[config.mk]
export PLATFORM = sky130hd
export DESIGN_NAME = memCtrlTop
export DESIGN_NICKNAME = d
export VERILOG_FILES = /design/src/common/memTypesPkg.sv /design/src/common/ctrlPkg.sv /design/src/common/memReqIf.sv /design/src/memctrl/portArbiter.sv /design/src/memctrl/byteSequencer.sv /design/src/rtl/memCtrlTop.sv
export VERILOG_INCLUDE_DIRS = /design/src /design/src/common
export SDC_FILE = /design/constraint.sdc
export NUM_CORES = 1
export LEC_CHECK = 0
export BUFFER_PORTS_ARGS = -buffer_cell sky130_fd_sc_hd__clkbuf_2
export CELL_PAD_IN_SITES_DETAIL_PLACEMENT = 0
export CELL_PAD_IN_SITES_GLOBAL_PLACEMENT = 2
export CORE_MARGIN = 5
export CORE_UTILIZATION = 34
export CTS_BUF_LIST = sky130_fd_sc_hd__clkbuf_8 sky130_fd_sc_hd__clkbuf_16
export DETAILED_ROUTE_END_ITERATION = 8
export PLACE_DENSITY = 0.88
export SYNTH_ARGS = -nofsm -noshare
export SYNTH_HDL_FRONTEND = slang
export SYNTH_SLANG_ARGS = --single-unit
[constraint.sdc]
create_clock -name clk -period 8.9 [get_ports clk]
set_input_delay 1.335 -clock clk [delete_from_list [all_inputs] [get_ports clk]]
set_output_delay 1.335 -clock clk [all_outputs]
set_load 0.03 [all_outputs]
[src/common/mem_consts.svh]
`ifndef MEM_CONSTS_SVH
`define MEM_CONSTS_SVH

// bus widths
`define MEM_ADDR_W 32
`define MEM_WORD_W 32
`define MEM_BYTE_W 8

// wide enough to hold a length of 4
`define MEM_LEN_W 3

// instruction fetch is always a full word
`define FETCH_LEN 4

// byte addressed ram
`define ADDR_STEP 1

`endif

[src/common/memTypesPkg.sv]
package memTypesPkg;

`include "mem_consts.svh"

    // byte address on both the core and the ram side
    typedef logic [`MEM_ADDR_W-1:0] addrT;

    // instruction or data word
    typedef logic [`MEM_WORD_W-1:0] wordT;

    // one ram transfer
    typedef logic [`MEM_BYTE_W-1:0] byteT;

    // transfer length in bytes, 1, 2 or 4
    typedef logic [`MEM_LEN_W-1:0] lenT;

endpackage

[src/common/ctrlPkg.sv]
package ctrlPkg;

`include "mem_consts.svh"

    // sequencer states
    typedef enum logic [1:0] {
        stIdle,
        stIssue,
        stDrain,
        stFinish
    } ctrlStateT;

    // owner of the transfer in flight
    typedef enum logic {
        clFetch,
        clData
    } clientT;

    // byte position within a transfer
    typedef logic [`MEM_LEN_W-1:0] byteCntT;

endpackage

[src/common/memReqIf.sv]
`timescale 1ns/1ps

interface memReqIf;
    import memTypesPkg::*;

    // one-cycle pulse, only while the sequencer is idle
    logic start;

    // held steady from start until done
    logic write;
    addrT addr;
    lenT  len;
    wordT wdata;

    // completion, rdata valid with done
    logic done;
    wordT rdata;

    modport arbiter (
        output start,
        output write,
        output addr,
        output len,
        output wdata,
        input  done,
        input  rdata
    );

    modport sequencer (
        input  start,
        input  write,
        input  addr,
        input  len,
        input  wdata,
        output done,
        output rdata
    );

endinterface

[src/memctrl/portArbiter.sv]
`timescale 1ns/1ps
`include "mem_consts.svh"

module portArbiter (
    input  logic              clk,
    input  logic              rst,
    input  logic              i_freeze,

    input  logic              i_fetchEn,
    input  memTypesPkg::addrT i_fetchAddr,
    output logic              o_fetchDone,
    output memTypesPkg::wordT o_fetchInst,

    input  logic              i_dataEn,
    input  logic              i_dataWrite,
    input  memTypesPkg::lenT  i_dataLen,
    input  memTypesPkg::addrT i_dataAddr,
    input  memTypesPkg::wordT i_dataWdata,
    output logic              o_dataDone,
    output memTypesPkg::wordT o_dataRdata,

    memReqIf.arbiter          req
);
    import memTypesPkg::*;
    import ctrlPkg::*;

    logic   busy;
    logic   startQ;
    clientT owner;

    logic   reqWrite;
    lenT    reqLen;
    addrT   reqAddr;
    wordT   reqWdata;

    logic   accept;
    clientT winner;

    // data port has priority
    assign winner = i_dataEn ? clData : clFetch;
    assign accept = !busy && (i_dataEn || i_fetchEn);

    always_ff @(posedge clk) begin
        if (rst) begin
            busy   <= 1'b0;
            startQ <= 1'b0;
            owner  <= clFetch;
        end else if (!i_freeze) begin
            startQ <= accept;
            if (accept) begin
                busy  <= 1'b1;
                owner <= winner;
            end else if (req.done) begin
                busy <= 1'b0;
            end
        end
    end

    // latched request, stays put until done
    always_ff @(posedge clk) begin
        if (!i_freeze && accept) begin
            if (winner == clData) begin
                reqWrite <= i_dataWrite;
                reqLen   <= i_dataLen;
                reqAddr  <= i_dataAddr;
                reqWdata <= i_dataWdata;
            end else begin
                reqWrite <= 1'b0;
                reqLen   <= lenT'(`FETCH_LEN);
                reqAddr  <= i_fetchAddr;
                reqWdata <= '0;
            end
        end
    end

    assign req.start = startQ;
    assign req.write = reqWrite;
    assign req.len   = reqLen;
    assign req.addr  = reqAddr;
    assign req.wdata = reqWdata;

    // completion goes back to whoever owns the transfer
    assign o_fetchDone = req.done && (owner == clFetch);
    assign o_dataDone  = req.done && (owner == clData);
    assign o_fetchInst = (owner == clFetch) ? req.rdata : '0;
    assign o_dataRdata = (owner == clData) ? req.rdata : '0;

endmodule

[src/memctrl/byteSequencer.sv]
`timescale 1ns/1ps
`include "mem_consts.svh"

module byteSequencer (
    input  logic              clk,
    input  logic              rst,
    input  logic              i_freeze,

    memReqIf.sequencer        req,

    output logic              o_memWrite,
    output memTypesPkg::addrT o_memAddr,
    output memTypesPkg::byteT o_memWdata,
    input  memTypesPkg::byteT i_memRdata
);
    import memTypesPkg::*;
    import ctrlPkg::*;

    ctrlStateT state;

    // next byte to issue, next byte to come back
    byteCntT   issCnt;
    byteCntT   retCnt;

    // a read byte is on i_memRdata this cycle
    logic      rdValid;

    wordT      rdWord;

    logic      lastIssue;
    byteCntT   addrIdx;

    assign lastIssue = (byteCntT'(issCnt + 1'b1) == req.len);

    // while frozen, keep asking for the byte in flight so it is not lost
    assign addrIdx = (i_freeze && rdValid) ? retCnt : issCnt;

    assign o_memAddr  = req.addr + addrT'(addrIdx) * addrT'(`ADDR_STEP);
    assign o_memWdata = byteT'(req.wdata >> (issCnt * `MEM_BYTE_W));
    assign o_memWrite = (state == stIssue) && req.write && !i_freeze;

    assign req.done  = (state == stFinish) && !i_freeze;
    assign req.rdata = rdWord;

    always_ff @(posedge clk) begin
        if (rst) begin
            state   <= stIdle;
            issCnt  <= '0;
            retCnt  <= '0;
            rdValid <= 1'b0;
        end else if (!i_freeze) begin
            rdValid <= (state == stIssue) && !req.write;

            if (rdValid) begin
                retCnt <= retCnt + 1'b1;
            end

            case (state)
                stIdle: begin
                    if (req.start) begin
                        state  <= stIssue;
                        issCnt <= '0;
                        retCnt <= '0;
                    end
                end
                stIssue: begin
                    issCnt <= issCnt + 1'b1;
                    if (lastIssue) begin
                        // a store is complete once the last byte is out
                        state <= req.write ? stFinish : stDrain;
                    end
                end
                stDrain: begin
                    // last read byte lands this cycle
                    state <= stFinish;
                end
                stFinish: begin
                    state <= stIdle;
                end
                default: begin
                    state <= stIdle;
                end
            endcase
        end
    end

    // read assembly, little endian, zero above the length
    always_ff @(posedge clk) begin
        if (!i_freeze) begin
            if (state == stIdle && req.start) begin
                rdWord <= '0;
            end else if (rdValid) begin
                rdWord[retCnt*`MEM_BYTE_W +: `MEM_BYTE_W] <= i_memRdata;
            end
        end
    end

endmodule

[src/rtl/memCtrlTop.sv]
`timescale 1ns/1ps

module memCtrlTop (
    input  logic              clk,
    input  logic              rst,
    input  logic              i_rdy,
    input  logic              i_ioFull,

    // instruction fetch port
    input  logic              i_fetchEn,
    input  memTypesPkg::addrT i_fetchAddr,
    output logic              o_fetchDone,
    output memTypesPkg::wordT o_fetchInst,

    // data port
    input  logic              i_dataEn,
    input  logic              i_dataWrite,
    input  memTypesPkg::lenT  i_dataLen,
    input  memTypesPkg::addrT i_dataAddr,
    input  memTypesPkg::wordT i_dataWdata,
    output logic              o_dataDone,
    output memTypesPkg::wordT o_dataRdata,

    // byte ram
    output logic              o_memWrite,
    output memTypesPkg::addrT o_memAddr,
    output memTypesPkg::byteT o_memWdata,
    input  memTypesPkg::byteT i_memRdata
);

    logic freeze;

    memReqIf reqBus ();

    // core stalled or io buffer full, nothing moves
    assign freeze = !i_rdy || i_ioFull;

    portArbiter portArbiter_inst (
        .clk         (clk),
        .rst         (rst),
        .i_freeze    (freeze),
        .i_fetchEn   (i_fetchEn),
        .i_fetchAddr (i_fetchAddr),
        .o_fetchDone (o_fetchDone),
        .o_fetchInst (o_fetchInst),
        .i_dataEn    (i_dataEn),
        .i_dataWrite (i_dataWrite),
        .i_dataLen   (i_dataLen),
        .i_dataAddr  (i_dataAddr),
        .i_dataWdata (i_dataWdata),
        .o_dataDone  (o_dataDone),
        .o_dataRdata (o_dataRdata),
        .req         (reqBus.arbiter)
    );

    byteSequencer byteSequencer_inst (
        .clk        (clk),
        .rst        (rst),
        .i_freeze   (freeze),
        .req        (reqBus.sequencer),
        .o_memWrite (o_memWrite),
        .o_memAddr  (o_memAddr),
        .o_memWdata (o_memWdata),
        .i_memRdata (i_memRdata)
    );

endmodule

==> results by group, run 1 <==
Timing
  • Least-Margin Pin Slew: 1.24 ns
  • Tcrit/Tclk final: 59.3%
  • Final Hold Fails: 0
  • Min Tclk post-route: 5.28 ns
  • Total Neg Setup Slack: 0 ns
  • WHS: 0.461 ns
  • Worst Skew: 0.00620 ns
  • Fmax: 189 MHz
  • Relative slew slack: 17.2%
  • Pins over their slew limit: 0
  • Setup violators final: 0
  • Unrepaired setup endpoints after global routing: no

Global routing
  • Total GRT Usage: 15.1%
  • Global-route wire length before repair: 25900 um
  • Grt total ovfl: 0
  • Initial antenna violation count: 1
  • Number of global-route vias before repair: 4856
  • Largest net degree at the start of global routing: 70

Clock network
  • H-tree depth: 3
  • Clock Latency Late Sink: 0.35 ns
  • Clk sinks: 112
  • Post-CTS Hold Buffers: 0
  • Post-CTS Resized: 0
  • CTS clock-pin slew for the worst setup and hold paths: 0.08 ns
  • CTS tree: built
  • Post-CTS Setup Bufs: 0
  • CTS Root Cell: clkbuf_16
  • Longest Clk Path Bufs: 2
  • TritonCTS buffer count: 9

Power
  • Total Power: 1150 uW
  • Share of power burned in registers: 52.6%
  • Int Power: 850 uW
  • Leakage power: 0.00324 uW
  • Peak VDD IR: 0.0821 mV
  • Sw frac: 26.3%
  • Comb power frac: 12.4%
  • Switch Pwr: 303 uW
  • Clock network fraction of design power: 35.0%
  • Pwr dens: 148 nW/um2

Placement
  • I/O Buffers: 220
  • GP Congestion: 0.787
  • DP Wirelength: 12700 um
  • Placed Cells: 964

Setup path
  • Startpoint types: input port
  • Worst-path fanout max: 7
  • Worst EP arrival: 3.95 ns
  • Slowest library cell on the worst path: or4_1
  • Worst path max stage delay: 0.59 ns
  • Delay-heaviest family, CP: simple AND/OR/NAND/NOR gates
  • Crit-path cells: clkbuf_2 > nand2b_1 > nand2_1 > nand2_1 > o21ai_0 > ha_1 > fa_1 > a21oi_1 > or4_1 > nor3_1 > xor2_1 > clkbuf_2
  • Worst path required time: 7.57 ns
  • Class of the most critical setup path: input port to output port
  • CP Buf/Inv Count: 2
  • Critical Path Sink Type: output port

Layout
  • Most frequent cells in the layout: clkbuf_2 (220), edfxtp_1 (100), and2_1 (71)
  • Antenna Cells: 0
  • Area grow syn2layout: 25.9%
  • Share of cells above drive strength 1: 37.9%
  • Final Non-Filler Cells: 980
  • Layout Nets: 874
  • Commonest non-fill, non-tap cell in the layout: clkbuf_2
  • Fill cell count: 1698

Synth
  • Sequential element share of the synthesized area: 52.2%
  • Syn nets: 666
  • Compound-Gate Fraction of Synth Area: 6.02%
  • Mux contribution to synthesized area: 10.3%
  • Fraction of the mapped netlist area in simple logic gates: 21.3%
  • Xor and xnor area share after synthesis: 4.90%
  • FF+latch count, synth: 112
  • Post-Syn Area: 6210 um2
  • Async S/R FF share, synth: 0%
  • Top cell type by total area after synthesis: edfxtp_1
  • Number of synthesized flops with an enable pin: 100
  • Synth Flop Type: edfxtp_1
  • Largest family of logic cells by synthesized area: simple AND/OR/NAND/NOR gates
  • Netlist cell types: 48
  • Synth Area per Inst: 11.5 um2
  • Synth top area share: 48.4%
  • Synth area leaders: edfxtp_1 (48%), and2_1 (7.2%), mux2_2 (5.8%), nor2b_1 (4.3%), dfxtp_1 (3.9%)
  • Synthesized instance count: 538
  • Number of warnings issued by yosys: 0
  • Adder-cell share of the synthesized area: 2.94%

Detailed routing
  • # DRC: 0
  • Routed len/inst: 16.8 um
  • Antenna viol nets, final: 0
  • Drt pass-1 iters: 4
  • Drt total wl: 16500 um
  • Via density: 4.84
  • Initial DRC count: 246
  • Routed via count: 4740

Die
  • Die Wd: 145 um
  • Placeable Area: 18000 um2
  • Placement Rows: 49
  • Initial core utilization: 34.6%
  • Die footprint: 21100 um2
  • Die H: 145 um
  • I/O pin count: 221

Min path
  • Hold WC Path Type: flop to flop

Run
  • Number of max-cap violations: 0

Run status
  • Status: finished clean
## metal layers
metal | routed length, um | vias up | track usage, %
li1 | - | 2338 | -
met1 | 7050 | 2177 | 19.2
met2 | 7550 | 198 | 23.7
met3 | 1550 | 25 | 5.77
met4 | 314 | 2 | 4.99
met5 | 13 | - | 0
## worst paths after layout
check,slack (ns),depth (start not counted),startpoint,end
setup / recovery,3.62,12,i_ioFull,o_memAddr[30]
hold / removal,0.46,2,portArbiter_inst.busy,portArbiter_inst.busy
setup reg to reg,6.09,7,byteSequencer_inst.retCnt[0],byteSequencer_inst.req.rdata[16]
hold reg to reg,0.46,2,portArbiter_inst.busy,portArbiter_inst.busy
## cells in the mapped netlist (all sizes together) (4+ instances only)
master,instances
edfxtp,100
nand4,8
mux4,8
mux2,32
nor2,48
nand2,28
nand2b,7
a22oi,26
nor4,4
mux2i,10
and3,5
inv,9
nand3,5
clkbuf,21
a21oi,10
nor2b,43
ha,13
o21ai,7
buf,5
xnor2,12
xor2,20
dfxtp,12
and2,71
nor3,10
## cell type report
| cell class | instances | area (um2) | share of cell area [%] |
|---|---|---|---|
| clock buffers | 9 | 225 | 2.88 |
| clock inverters | 7 | 75.1 | 0.961 |
| inverters | 9 | 33.8 | 0.432 |
| multi-input cells | 391 | 2830 | 36.2 |
| flip-flops and latches | 112 | 3240 | 41.5 |
| well taps | 229 | 287 | 3.67 |
| repair buffers | 223 | 1120 | 14.4 |
## power by group through the flow
stage	registers (uW)	logic (uW)	clock network (uW)
global placement	617	144	0
finish	606	144	404
global route	609	157	435
CTS	606	146	414
floorplan	612	92.0	0
detailed placement	618	145	0
## worst register-to-register path, cell delays in order (launching register included)
cell and delay, ns:
dfxtp_1 0.47, inv_1 0.17, ha_1 0.23, ha_1 0.33, nand2_1 0.25, a211oi_1 0.91
a22oi_1 0.16, nor2_1 0.15
## flip-flops by register name (all words and copies together), names as in the netlist
register,count
byteSequencer_inst.issCnt,3
byteSequencer_inst.rdValid,1
byteSequencer_inst.req.rdata,32
byteSequencer_inst.retCnt,3
byteSequencer_inst.state,2
portArbiter_inst.busy,1
portArbiter_inst.owner,1
portArbiter_inst.req.addr,32
portArbiter_inst.req.len,3
portArbiter_inst.req.start,1
portArbiter_inst.req.wdata,32
portArbiter_inst.req.write,1
## per-stage QoR
step / area (um2) / worst slack [ns] / util (%)
detailed placement: 7510 / 3.57 / 41.8
CTS: 7820 / 3.58 / 43.5
global placement: 7510 / 3.67 / 41.8
floorplan: 6210 / 3.88 / -
finish: 7820 / 3.62 / 43.5
global route: 7820 / 3.37 / 43.5
## logic make-up (layout without fill, tap and decap cells)
family / Yosys count / in the layout
muxes: 50 / 50
and+or+nand+nor: 239 / 239
buffers and inverters: 35 / 248
adders and majority gates: 14 / 14
xor gates and xnor gates: 33 / 33
DFF: 112 / 112
AOI/OAI and AO/OA: 55 / 55
No activity file was read; power rests on OpenSTA's default activity.
==> inputs of run 2 (changes only) <==
--- a/config.mk
+++ b/config.mk
@@ -10,10 +10,10 @@
 export CELL_PAD_IN_SITES_DETAIL_PLACEMENT = 0
 export CELL_PAD_IN_SITES_GLOBAL_PLACEMENT = 2
 export CORE_MARGIN = 5
-export CORE_UTILIZATION = 34
+export CORE_UTILIZATION = 31
 export CTS_BUF_LIST = sky130_fd_sc_hd__clkbuf_8 sky130_fd_sc_hd__clkbuf_16
 export DETAILED_ROUTE_END_ITERATION = 8
-export PLACE_DENSITY = 0.88
+export PLACE_DENSITY = 0.81
 export SYNTH_ARGS = -nofsm -noshare
 export SYNTH_HDL_FRONTEND = slang
 export SYNTH_SLANG_ARGS = --single-unit
==> constraint.sdc (replaced) <==
create_clock -name clk -period 5.2 [get_ports clk]
set_input_delay 0.78 -clock clk [delete_from_list [all_inputs] [get_ports clk]]
set_output_delay 0.78 -clock clk [all_outputs]
set_load 0.03 [all_outputs]
==> run 2 against run 1 <==
Core utilization down 3.3 points. Global-route usage down 0.72 points. Sequential share of layout area down 0.36 points. Via count down 0.78%. Critical path type unchanged. Largest power group unchanged.
==> results by group, run 2 (synthesized netlist as in run 1, its figures left out) <==
Setup path
  • Class of the most critical setup path: input port to output port
  • CP Buf/Inv Count: 2 (unchanged)
  • Worst EP arrival: 3.40 ns (-0.55 ns)
  • Worst path required time: 4.42 ns (-3.15 ns)
  • Worst path max stage delay: 0.63 ns (+0.04 ns)
  • Crit-path cells: clkbuf_2 > nand2b_1 > nand2_1 > nand2_1 > o21ai_0 > ha_1 > fa_1 > a21oi_1 > nor4_1 > nand4_1 > xnor2_1 > clkbuf_2
  • Critical Path Sink Type: output port
  • Slowest library cell on the worst path: nor4_1
  • Startpoint types: input port
  • Delay-heaviest family, CP: simple AND/OR/NAND/NOR gates
  • Worst-path fanout max: 7 (unchanged)

Detailed routing
  • # DRC: 0 (unchanged)
  • Drt total wl: 16500 um (about the same)
  • Via density: 4.63 (-4.3%)
  • Routed via count: 4703 (-0.78%)
  • Antenna viol nets, final: 0 (unchanged)
  • Drt pass-1 iters: 5 (+1)
  • Routed len/inst: 16.2 um (-3.5%)
  • Initial DRC count: 130 (-47%)

Global routing
  • Largest net degree at the start of global routing: 70 (unchanged)
  • Global-route wire length before repair: 25400 um (-2.1%)
  • Total GRT Usage: 14.3% (-0.72 points)
  • Grt total ovfl: 0 (unchanged)
  • Initial antenna violation count: 1 (unchanged)
  • Number of global-route vias before repair: 4763 (-1.9%)

Layout
  • Antenna Cells: 0 (unchanged)
  • Fill cell count: 1948 (+15%)
  • Share of cells above drive strength 1: 37.9% (unchanged)
  • Area grow syn2layout: 26.9%
  • Most frequent cells in the layout: clkbuf_2 (220), edfxtp_1 (100), and2_1 (71)
  • Commonest non-fill, non-tap cell in the layout: clkbuf_2
  • Layout Nets: 874 (unchanged)

Die
  • Placement Rows: 51 (+4.1%)
  • Die footprint: 23000 um2 (+9.0%)
  • Die Wd: 152 um (+4.4%)
  • Placeable Area: 19600 um2 (+9.1%)
  • Die H: 152 um (+4.4%)
  • Initial core utilization: 31.7% (-2.9 points)
  • I/O pin count: 221 (unchanged)

Power
  • Peak VDD IR: 0.207 mV (+150%)
  • Total Power: 2030 uW (+76%)
  • Pwr dens: 257 nW/um2 (+74%)
  • Leakage power: 0.00325 uW (+0.34%)

Run status
  • Status: finished clean

Clock network
  • CTS clock-pin slew for the worst setup and hold paths: 0.07 ns (about the same)
  • CTS Root Cell: clkbuf_16
  • Post-CTS Resized: 0 (unchanged)
  • TritonCTS buffer count: 9 (unchanged)
  • Post-CTS Setup Bufs: 0 (unchanged)
  • Post-CTS Hold Buffers: 0 (unchanged)
  • H-tree depth: 3 (unchanged)
  • Clock Latency Late Sink: 0.36 ns (about the same)
  • Clk sinks: 112 (unchanged)
  • Longest Clk Path Bufs: 2 (unchanged)
  • CTS tree: built

Timing
  • Total Neg Setup Slack: 0 ns (unchanged)
  • Tcrit/Tclk final: 80.4%
  • Min Tclk post-route: 4.18 ns
  • Setup violators final: 0 (unchanged)
  • Pins over their slew limit: 0 (unchanged)
  • Least-Margin Pin Slew: 1.20 ns (-0.0409 ns)
  • Fmax: 239 MHz
  • Relative slew slack: 19.9% (+2.7 points)
  • Unrepaired setup endpoints after global routing: no
  • Final Hold Fails: 0 (unchanged)
  • Worst Skew: 0.00873 ns (+0.00253 ns)

Run
  • Number of max-cap violations: 0 (unchanged)

Placement
  • DP Wirelength: 12900 um (+1.6%)
  • GP Congestion: 0.826 (+4.9%)
  • I/O Buffers: 220 (unchanged)

Min path
  • Hold WC Path Type: flop to flop
## run 2: cell types whose count changed in the layout (fill, tap and decap cells not counted)
cell / before / now
bufinv_16: 0 / 1
clkinv_2: 1 / 0
clkinv_8: 2 / 1
inv_6: 2 / 1
inv_8: 1 / 3
## run 2: worst min-delay path: cells and delay by family (launching register included)
kind | cells | cell delay [ns]
compound gates | 1 | 0.06
flops | 1 | 0.32
simple gates | 1 | 0.05
## run 2: report_power, final
group,switching (uW),internal [uW],leakage (uW)
clock network,352,391,0.000159
registers,21.9,1010,0.00103
logic,147,99.7,0.00206
total,521,1510,0.00325
## run 2: final timing paths
kind	endpoint	slack [ns]	depth (start not counted)	start
setup / recovery	o_memAddr[18]	1.02	12	i_ioFull
hold / removal	portArbiter_inst.busy	0.48	2	portArbiter_inst.busy
setup reg to reg	byteSequencer_inst.req.rdata[17]	2.43	7	byteSequencer_inst.retCnt[0]
hold reg to reg	portArbiter_inst.busy	0.48	2	portArbiter_inst.busy
## run 2: stage by stage
step / utilization, % / instance area [um2] / hold WS (ns) / instances / worst slack (ns)
6_report: 40.2 / 7880 / 0.478 / 1016 / 1.02
5_1_grt: 40.2 / 7880 / 0.495 / 1016 / 0.716
4_1_cts: 40.2 / 7880 / 0.472 / 1016 / 0.970
3_5_place_dp: 38.6 / 7560 / 0.461 / 1000 / 0.977
3_3_place_gp: 38.6 / 7560 / 0.452 / 1000 / 1.10
2_1_floorplan: - / 6210 / 0.437 / 538 / 1.29
## run 2: area by class of cell
class	count	area, um2	share of cell area [%]
Multi-Input combinational cell	391	2830	35.9
Tap cell	265	332	4.21
Clock buffer	9	225	2.86
Clock inverter	7	97.6	1.24
Sequential cell	112	3240	41.2
Inverter	9	33.8	0.429
Timing Repair Buffer	223	1120	14.3
## run 2: per-layer routing
layer	up-vias	routed length [um]	track usage [%]	part of all wire, %
met5	-	13	0	0.079
met4	2	161	4.45	0.98
met3	10	1670	4.55	10
met2	207	7570	23.0	46
met1	2147	7060	18.6	43
li1	2337	-	-	-
==> inputs of run 3 (changes only) <==
==> constraint.sdc (replaced) <==
create_clock -name clk -period 4 [get_ports clk]
set_input_delay 0.6 -clock clk [delete_from_list [all_inputs] [get_ports clk]]
set_output_delay 0.6 -clock clk [all_outputs]
set_load 0.03 [all_outputs]
==> run 3 against run 2 <==
Combinational power grew 31%. Setup slack worse by 0.84 ns. Design area rose by 0.92%. Die area unchanged. Critical path depth is 2 lower.
==> results by group, run 3 (synthesized netlist as in run 1, its figures left out) <==
Min path
  • Hold Crit Depth: 2 (unchanged)
  • Hold WC Path Type: flop to flop

Setup path
  • Reg2reg path depth: 7 (unchanged)
  • Worst path required time: 3.40 ns (-1.02 ns)
  • Worst-path fanout max: 7 (unchanged)
  • Critical Path Sink Type: output port
  • Class of the most critical setup path: input port to output port
  • Startpoint types: input port
  • Worst EP arrival: 3.22 ns (-0.18 ns)

Layout
  • Layout Nets: 880 (+0.69%)
  • Area grow syn2layout: 28.1%
  • Commonest non-fill, non-tap cell in the layout: clkbuf_2
  • Antenna Cells: 0 (unchanged)
  • Post-route cell area: 7960 um2 (+0.92%)
  • Final core occ: 40.6% (+0.37 points)
  • Share of cells above drive strength 1: 39.0% (+1.0 points)
  • Most frequent cells in the layout: clkbuf_2 (219), edfxtp_1 (100), and2_1 (71)

Detailed routing
  • Drt pass-1 iters: 4 (-1)
  • Drt total wl: 16800 um (+1.7%)
  • Routed len/inst: 16.4 um (+1.1%)
  • Antenna viol nets, final: 0 (unchanged)
  • Max layer used: met5
  • Initial DRC count: 157 (+21%)
  • Met3 WL: 1670 um (+0.18%)
  • Met2 routed wirelength: 7550 um (-0.29%)
  • # DRC: 0 (unchanged)
  • Met1 WL: 7140 um (+1.1%)
  • Routed via count: 4810 (+2.3%)
  • Via density: 4.71 (+1.7%)

Die
  • Placement Rows: 51 (unchanged)
  • Initial core utilization: 31.7% (unchanged)
  • Placeable Area: 19600 um2 (unchanged)
  • Die Wd: 152 um (unchanged)
  • I/O pin count: 221 (unchanged)
  • Die H: 152 um (unchanged)
  • Die footprint: 23000 um2 (unchanged)

Placement
  • Placed Area: 7600 um2 (+0.50%)
  • DP Wirelength: 13000 um (+0.95%)
  • Setup WS pre-CTS: 0.140 ns (-0.838 ns)
  • I/O Buffers: 220 (unchanged)
  • GP Congestion: 0.784 (-5.0%)

Run
  • Number of max-cap violations: 0 (unchanged)

Global routing
  • Number of global-route vias before repair: 4861 (+2.1%)
  • Largest net degree at the start of global routing: 70 (unchanged)
  • Initial antenna violation count: 1 (unchanged)
  • Grt total ovfl: 0 (unchanged)
  • Total GRT Usage: 14.5% (+0.17 points)
  • Global-route wire length before repair: 25700 um (+1.5%)

Timing
  • Final Hold Fails: 0 (unchanged)
  • Worst Skew: 0.00962 ns (+0.000885 ns)
  • Relative slew slack: 35.8% (+16 points)
  • Fmax: 262 MHz
  • Final WS setup: 0.182 ns (-0.838 ns)
  • Total Neg Setup Slack: 0 ns (unchanged)
  • Pins over their slew limit: 0 (unchanged)
  • Min Tclk post-route: 3.82 ns
  • Tcrit/Tclk final: 95.5%
  • Unrepaired setup endpoints after global routing: no
  • Setup violators final: 0 (unchanged)
  • WHS: 0.461 ns (-0.0174 ns)
  • Least-Margin Pin Slew: 0.958 ns (-0.242 ns)

Clock network
  • Longest Clk Path Bufs: 2 (unchanged)
  • Post-CTS Hold Buffers: 0 (unchanged)
  • CTS Root Cell: clkbuf_16
  • CTS clock-pin slew for the worst setup and hold paths: 0.08 ns (about the same)
  • Post-CTS Setup Bufs: 0 (unchanged)
  • CTS tree: built
  • H-tree depth: 3 (unchanged)
  • Clk sinks: 112 (unchanged)
  • TritonCTS buffer count: 9 (unchanged)
  • Clock Latency Late Sink: 0.36 ns (about the same)

Power
  • Switch Pwr: 710 uW (+36%)
  • Clock network fraction of design power: 36.3% (-0.4 points)
  • Int Power: 1910 uW (+27%)
  • Sw frac: 27.1% (+1.4 points)
  • Pwr dens: 330 nW/um2 (+28%)
  • Leakage power: 0.00327 uW (+0.85%)
  • Peak VDD IR: 0.192 mV (-7.6%)
  • Comb power frac: 12.4% (+0.2 points)
  • Share of power burned in registers: 51.4% (+0.3 points)

Run status
  • Status: finished clean
-- run 3: cell types whose count changed in the layout (fill, tap and decap cells not counted), moves of 2 or more --
| cell | delta |
|---|---|
| inv_8 | -2 |
| nor4_2 | +3 |
| nor4_1 | -3 |
| buf_4 | +5 |
-- run 3: cell type report --
| class | instances | area, um2 |
|---|---|---|
| Fill cell | 1942 | 11600 |
| Sequential cell | 112 | 3240 |
| Multi-Input combinational cell | 392 | 2860 |
| Timing Repair Buffer | 228 | 1160 |
| Tap cell | 265 | 332 |
| Clock buffer | 9 | 225 |
| Clock inverter | 7 | 97.6 |
| Inverter | 9 | 33.8 |
-- run 3: metrics by stage --
step,power (uW),cells
3_5_place_dp,1700,1005
5_1_grt,2740,1022
6_report,2620,1022
4_1_cts,2660,1021
3_3_place_gp,1700,1005
2_1_floorplan,1570,538
-- run 3: power groups by stage --
stage	Clock [uW]	Sequential, uW	Combinational [uW]
after floorplan	0	1360	205
after global placement	0	1370	324
after detailed placement	0	1370	326
after CTS	987	1350	329
after global routing	1040	1350	354
final	951	1350	324
-- run 3: worst paths after layout --
kind | slack [ns] | start | endpoint
max | 0.18 | i_ioFull | o_memAddr[25]
min | 0.46 | portArbiter_inst.req.start | portArbiter_inst.req.start
max reg2reg | 1.25 | byteSequencer_inst.retCnt[0] | byteSequencer_inst.req.rdata[19]
min reg2reg | 0.46 | portArbiter_inst.req.start | portArbiter_inst.req.start
-- run 3: metal layers --
metal  up-vias  GRT usage [%]
met5         -              0
met4         2           5.48
met3        23           4.88
met2       200           23.3
met1      2228           18.2
li1       2357              -
-- run 3: worst max-delay path, stage by stage --
cell      delay, ns
clkbuf_2       0.10
nand2b_2       0.22
nand2_1        0.18
o21ai_0        0.15
ha_1           0.38
o211ai_1       0.19
or4b_4         0.63
nor4_2         0.34
xor2_1         0.19
clkbuf_2       0.23
-- run 3: repair_timing --
item,4_1_cts,5_1_grt
endpoints found under the setup margin,0,8
endpoints found under the hold margin,0,0
resized for setup,0,6
